$ cat src/logic/shared_mem_pkg.sv
// --------------------
// Shared scratch memory package
// Widths of the time-shared RAM and the
// client request and hog status words
// --------------------

package shared_mem_pkg;

	// Address width, fixes the RAM depth
	localparam int mem_aw = 9;

	// Data width of one RAM word
	localparam int mem_dw = 8;

	// Number of words in the RAM
	localparam int mem_depth = 1 << mem_aw;

	// Width of the hog violation counter
	localparam int cnt_w = 8;

	// One client port request
	// A single address serves both read and write
	// Strobes are one cycle wide, never two in a row
	typedef struct packed {
		// Word address
		logic [mem_aw-1:0] addr;
		// Write data, only looked at with wen
		logic [mem_dw-1:0] din;
		// Write strobe
		logic              wen;
		// Read strobe
		logic              ren;
	} mem_req_t;

	// Hog rule status for software to poll
	typedef struct packed {
		// Set by any violation, held until clear
		logic             sticky;
		// Violations since reset or clear, saturating
		logic [cnt_w-1:0] count;
	} hog_status_t;

endpackage
$ cat src/logic/hog_monitor.sv
// --------------------
// Hog rule monitor
// Latches violation pulses into a sticky flag
// and a saturating count, cleared by a strobe
// --------------------

`timescale 1ns/1ps

module hog_monitor (
	input  logic                        clk,
	input  logic                        arst_n,
	// Violation pulse from the arbiter
	input  logic                        hog_err,
	// Software clear, wins over a violation
	input  logic                        hog_clear,
	// Flag and count
	output shared_mem_pkg::hog_status_t status
);

	import shared_mem_pkg::*;

	// Count at its ceiling
	logic cnt_full;

	assign cnt_full = (status.count == {cnt_w{1'b1}});

	// Status register
	// Update shows at the edge of the violation
	always_ff @(posedge clk or negedge arst_n) begin
		if (!arst_n) begin
			status.sticky <= 1'b0;
			status.count  <= '0;
		end else if (hog_clear) begin
			// Clear first, a coincident pulse is dropped
			status.sticky <= 1'b0;
			status.count  <= '0;
		end else if (hog_err) begin
			status.sticky <= 1'b1;
			// Hold at the top instead of wrapping
			if (!cnt_full) begin
				status.count <= status.count + 1'b1;
			end
		end
	end

endmodule

$ cat config.mk
export PLATFORM = sky130hd
export DESIGN_NAME = hog_monitor
export DESIGN_NICKNAME = d
export VERILOG_FILES = /design/src/logic/shared_mem_pkg.sv /design/src/logic/hog_monitor.sv
export SDC_FILE = /design/constraint.sdc
export NUM_CORES = 1
export LEC_CHECK = 0
export ABC_AREA = 1
export BUFFER_PORTS_ARGS = -buffer_cell sky130_fd_sc_hd__buf_4
export CAP_MARGIN = 5
export CELL_PAD_IN_SITES_DETAIL_PLACEMENT = 0
export CELL_PAD_IN_SITES_GLOBAL_PLACEMENT = 1
export CORE_AREA = 2 2 46 48
export DETAILED_ROUTE_END_ITERATION = 16
export DIE_AREA = 0 0 48 50
export HOLD_SLACK_MARGIN = 0.03
export PLACE_DENSITY = 0.71
export REMOVE_ABC_BUFFERS = 1
export SYNTH_ARGS = -nofsm -noshare
export SYNTH_HDL_FRONTEND = slang
export SYNTH_SLANG_ARGS = --single-unit
export TNS_END_PERCENT = 5
$ cat constraint.sdc
create_clock -name clk -period 1.9 [get_ports clk]
set_clock_uncertainty 0.1 [all_clocks]
set_input_delay 0.19 -clock clk [delete_from_list [all_inputs] [get_ports clk]]
set_output_delay 0.19 -clock clk [all_outputs]
set_load 0.1 [all_outputs]
==> run_results.csv <==
group,metric,value,unit
outcome,outcome,"finished clean",
sta,drv_slew,0,
floorplanning,dieArea,2400,µm²
logic_synthesis,netlist_area,531,µm²
power_and_ir_drop,p_clk_share,33.7,%
cells_and_area,largest_reg_flops,9,
cells_and_area,layout_commonest_cell,"nand2_1",
sta,hold_violations,0,
sta,min_period,1.41,ns
min_path,hold_class,"input port to flop",
sta,slew_headroom,77.5,%
cells_and_area,n_antenna_cell,0,
clocking,cts_tree,"built",
worst_setup_path,critPathLaunchType,"flop",
detailed_routing,met1Wirelength,544,µm
power_and_ir_drop,ir_drop,0.000193,V
cells_and_area,top_register,"status",
sta,period_share,74.5,%
power_and_ir_drop,p_int,0.303,mW
logic_synthesis,seq_area_frac_synth,42.5,%
cells_and_area,seq_area,225,µm²
floorplanning,start_util,27.9,%
clocking,post-cts-setup-buffers,0,
cells_and_area,n_fill_cell,212,
detailed_routing,drc,0,
power_and_ir_drop,p_sw,0.152,mW
cells_and_area,multi_input_area,275,µm²
worst_setup_path,rr_worst_depth,7,
power_and_ir_drop,p_sw_share,33.5,%
power_and_ir_drop,p_leak,0.354,nW
worst_setup_path,crit_start,"status[0]",
placement,io_buffers,12,
sta,worst_pin_slew,0.337,ns
detailed_routing,routed-wl-met3,31,µm
detailed_routing,dr_wl_met2,626,µm
worst_setup_path,path_class,"flop to flop",
logic_synthesis,yosys_register_bits,9,
floorplanning,fp-row-count,16,
clocking,cts.path.max_buffers,2,
floorplanning,fp.dieH,50,µm
placement,dpl.hpwl,891,µm
detailed_routing,highest_layer,"met4",
logic_synthesis,synth_cell_type_count,17,
global_routing,grt_pass1_wl,2040,µm
cells_and_area,most-common-layout-cells,"22 x nand2_1, 12 x buf_4, 10 x nand3_1, 9 x dfrtp_1",
flow_run,drv_cap,0,
floorplanning,die_x,48,µm
sta,timing.fmax,0.707,GHz
global_routing,grt-ovfl-total,0,
clocking,h-tree-depth,1,
cells_and_area,nets,96,
cells_and_area,fin_util,36.8,%
logic_synthesis,yosysWarnings,0,
clocking,clock_latency,0.27,ns
detailed_routing,drtIter0Drc,6,
cells_and_area,area_delta_synth_final,32.1,%
clocking,cts.reportedPaths.clkPinSlew,0.06,ns
min_path,hold-path-cell-count,3,
worst_setup_path,critPathRequiredTime,1.97,ns
global_routing,grt_pass1_vias,485,
detailed_routing,wl_per_cell,10.5,µm
placement,gp_congestion,0.789,
worst_setup_path,r2r-start,"status[0]",
sta,finalSetupTns,0,ns
cells_and_area,layout-drive-gt1-share,24.4,%
logic_synthesis,postSynthAreaPerCell,7.37,µm²
global_routing,grt_use_total,12.5,%
detailed_routing,dr_total_vias,520,
clocking,clock-sinks,9,
worst_setup_path,reg2reg_slack,0.49,ns
power_and_ir_drop,power-per-cell-area,649,nW/µm²
detailed_routing,avgViaCountPerCell,4.44,
global_routing,grt_start_max_net_pins,11,
clocking,cts_root_buf,"clkbuf_4",
clocking,cts_buffers,3,
floorplanning,fp.coreArea,1900,µm²
cells_and_area,top_regs,"status: 9 flops",
power_and_ir_drop,p_seq_share,45.0,%
min_path,hp-start,"hog_err",
worst_setup_path,worst_ep_arrival_time,1.48,ns
floorplanning,pin_count,13,
logic_synthesis,syn_inst,72,
detailed_routing,antenna_left,0,
global_routing,antenna_found_initial,0,
detailed_routing,drtPass1Iterations,4,
sta,rsz0062_at_grt,"no",
detailed_routing,routed_wl,1230,µm
worst_setup_path,end_kind,"flop",
sta,setup_violations,0,
clocking,cts_resized,0,
power_and_ir_drop,combPwrFrac,21.3,%
worst_setup_path,worst-path-max-fanout,5,
## critical path, cell delays in order, from the launching register on
cell     delay [ns]
dfrtp_1        0.42
ha_1           0.23
nand2_2        0.11
nor2_4         0.05
a21oi_2        0.21
nand3_1        0.09
nand2_1        0.06
inv_1          0.03
## logic make-up (layout without fill, tap and decap cells)
kind of cell / Yosys count / count (layout) / share of synthesized area, %
AOI/OAI and AO/OA: 9 / 9 / 10.4
adders and majority gates: 1 / 1 / 2.36
buffers and inverters: 8 / 26 / 5.66
DFF: 9 / 9 / 42.5
and+or+nand+nor: 45 / 45 / 39.2
## repair_timing
action	CTS	global route
setup endpoints to repair	0	0
hold buffers	2	0
endpoints found under the hold margin	10	0
## worst paths after layout
path / end
hold reg to reg: status[8]
min in group asynchronous: status[5]
setup reg to reg: status[7]
setup / recovery: status[7]
hold / removal: status[8]
max in group asynchronous: status[2]
## per-stage QoR
step	cells	setup WS (ns)	hold slack, ns	area, µm²	power [mW]
final	117	0.485	0.0646	701	0.455
after floorplan	72	-0.139	-0.206	531	0.275
after CTS	117	0.469	0.0653	701	0.461
after detailed placement	111	0.482	-0.0766	654	0.302
after global placement	111	0.501	-0.0739	654	0.304
after global routing	117	0.358	0.0908	701	0.486
## power groups by stage
stage / combinational [mW] / clock (mW) / sequential (mW)
final: 0.0968 / 0.153 / 0.205
after CTS: 0.0977 / 0.158 / 0.205
after global routing: 0.103 / 0.178 / 0.206
after global placement: 0.0954 / 0 / 0.208
after floorplan: 0.0209 / 0 / 0.255
after detailed placement: 0.0941 / 0 / 0.208
## per-layer routing
layer	GRT usage [%]	vias to the layer above
met5	0	-
met4	8.11	0
met3	4.40	3
met1	15.1	235
li1	-	267
met2	18.0	15
## final cells by class
class	instances	share of cell area [%]
Multi-Input combinational cell	55	39.3
Sequential cell	9	32.1
Timing Repair Buffer	14	15.7
Tap cell	27	4.82
Inverter	8	4.29
Clock buffer	4	3.75
## synthesized netlist by cell type
library cell,n,area (µm²)
nor2_4,1,11.3
nor2_2,1,6.26
nand2_4,1,11.3
nand2_1,22,82.6
nand2_2,1,6.26
o21ai_0,2,10.0
ha_1,1,12.5
dfrtp_1,9,225
inv_1,8,30.0
o21ai_1,2,10.0
a21o_2,1,8.76
nand3_2,1,10.0
o21bai_1,1,7.51
nand3_1,10,50.1
a21oi_1,2,10.0
nor2_1,8,30.0
a21oi_2,1,8.76
(Power assumes the default switching activity.)
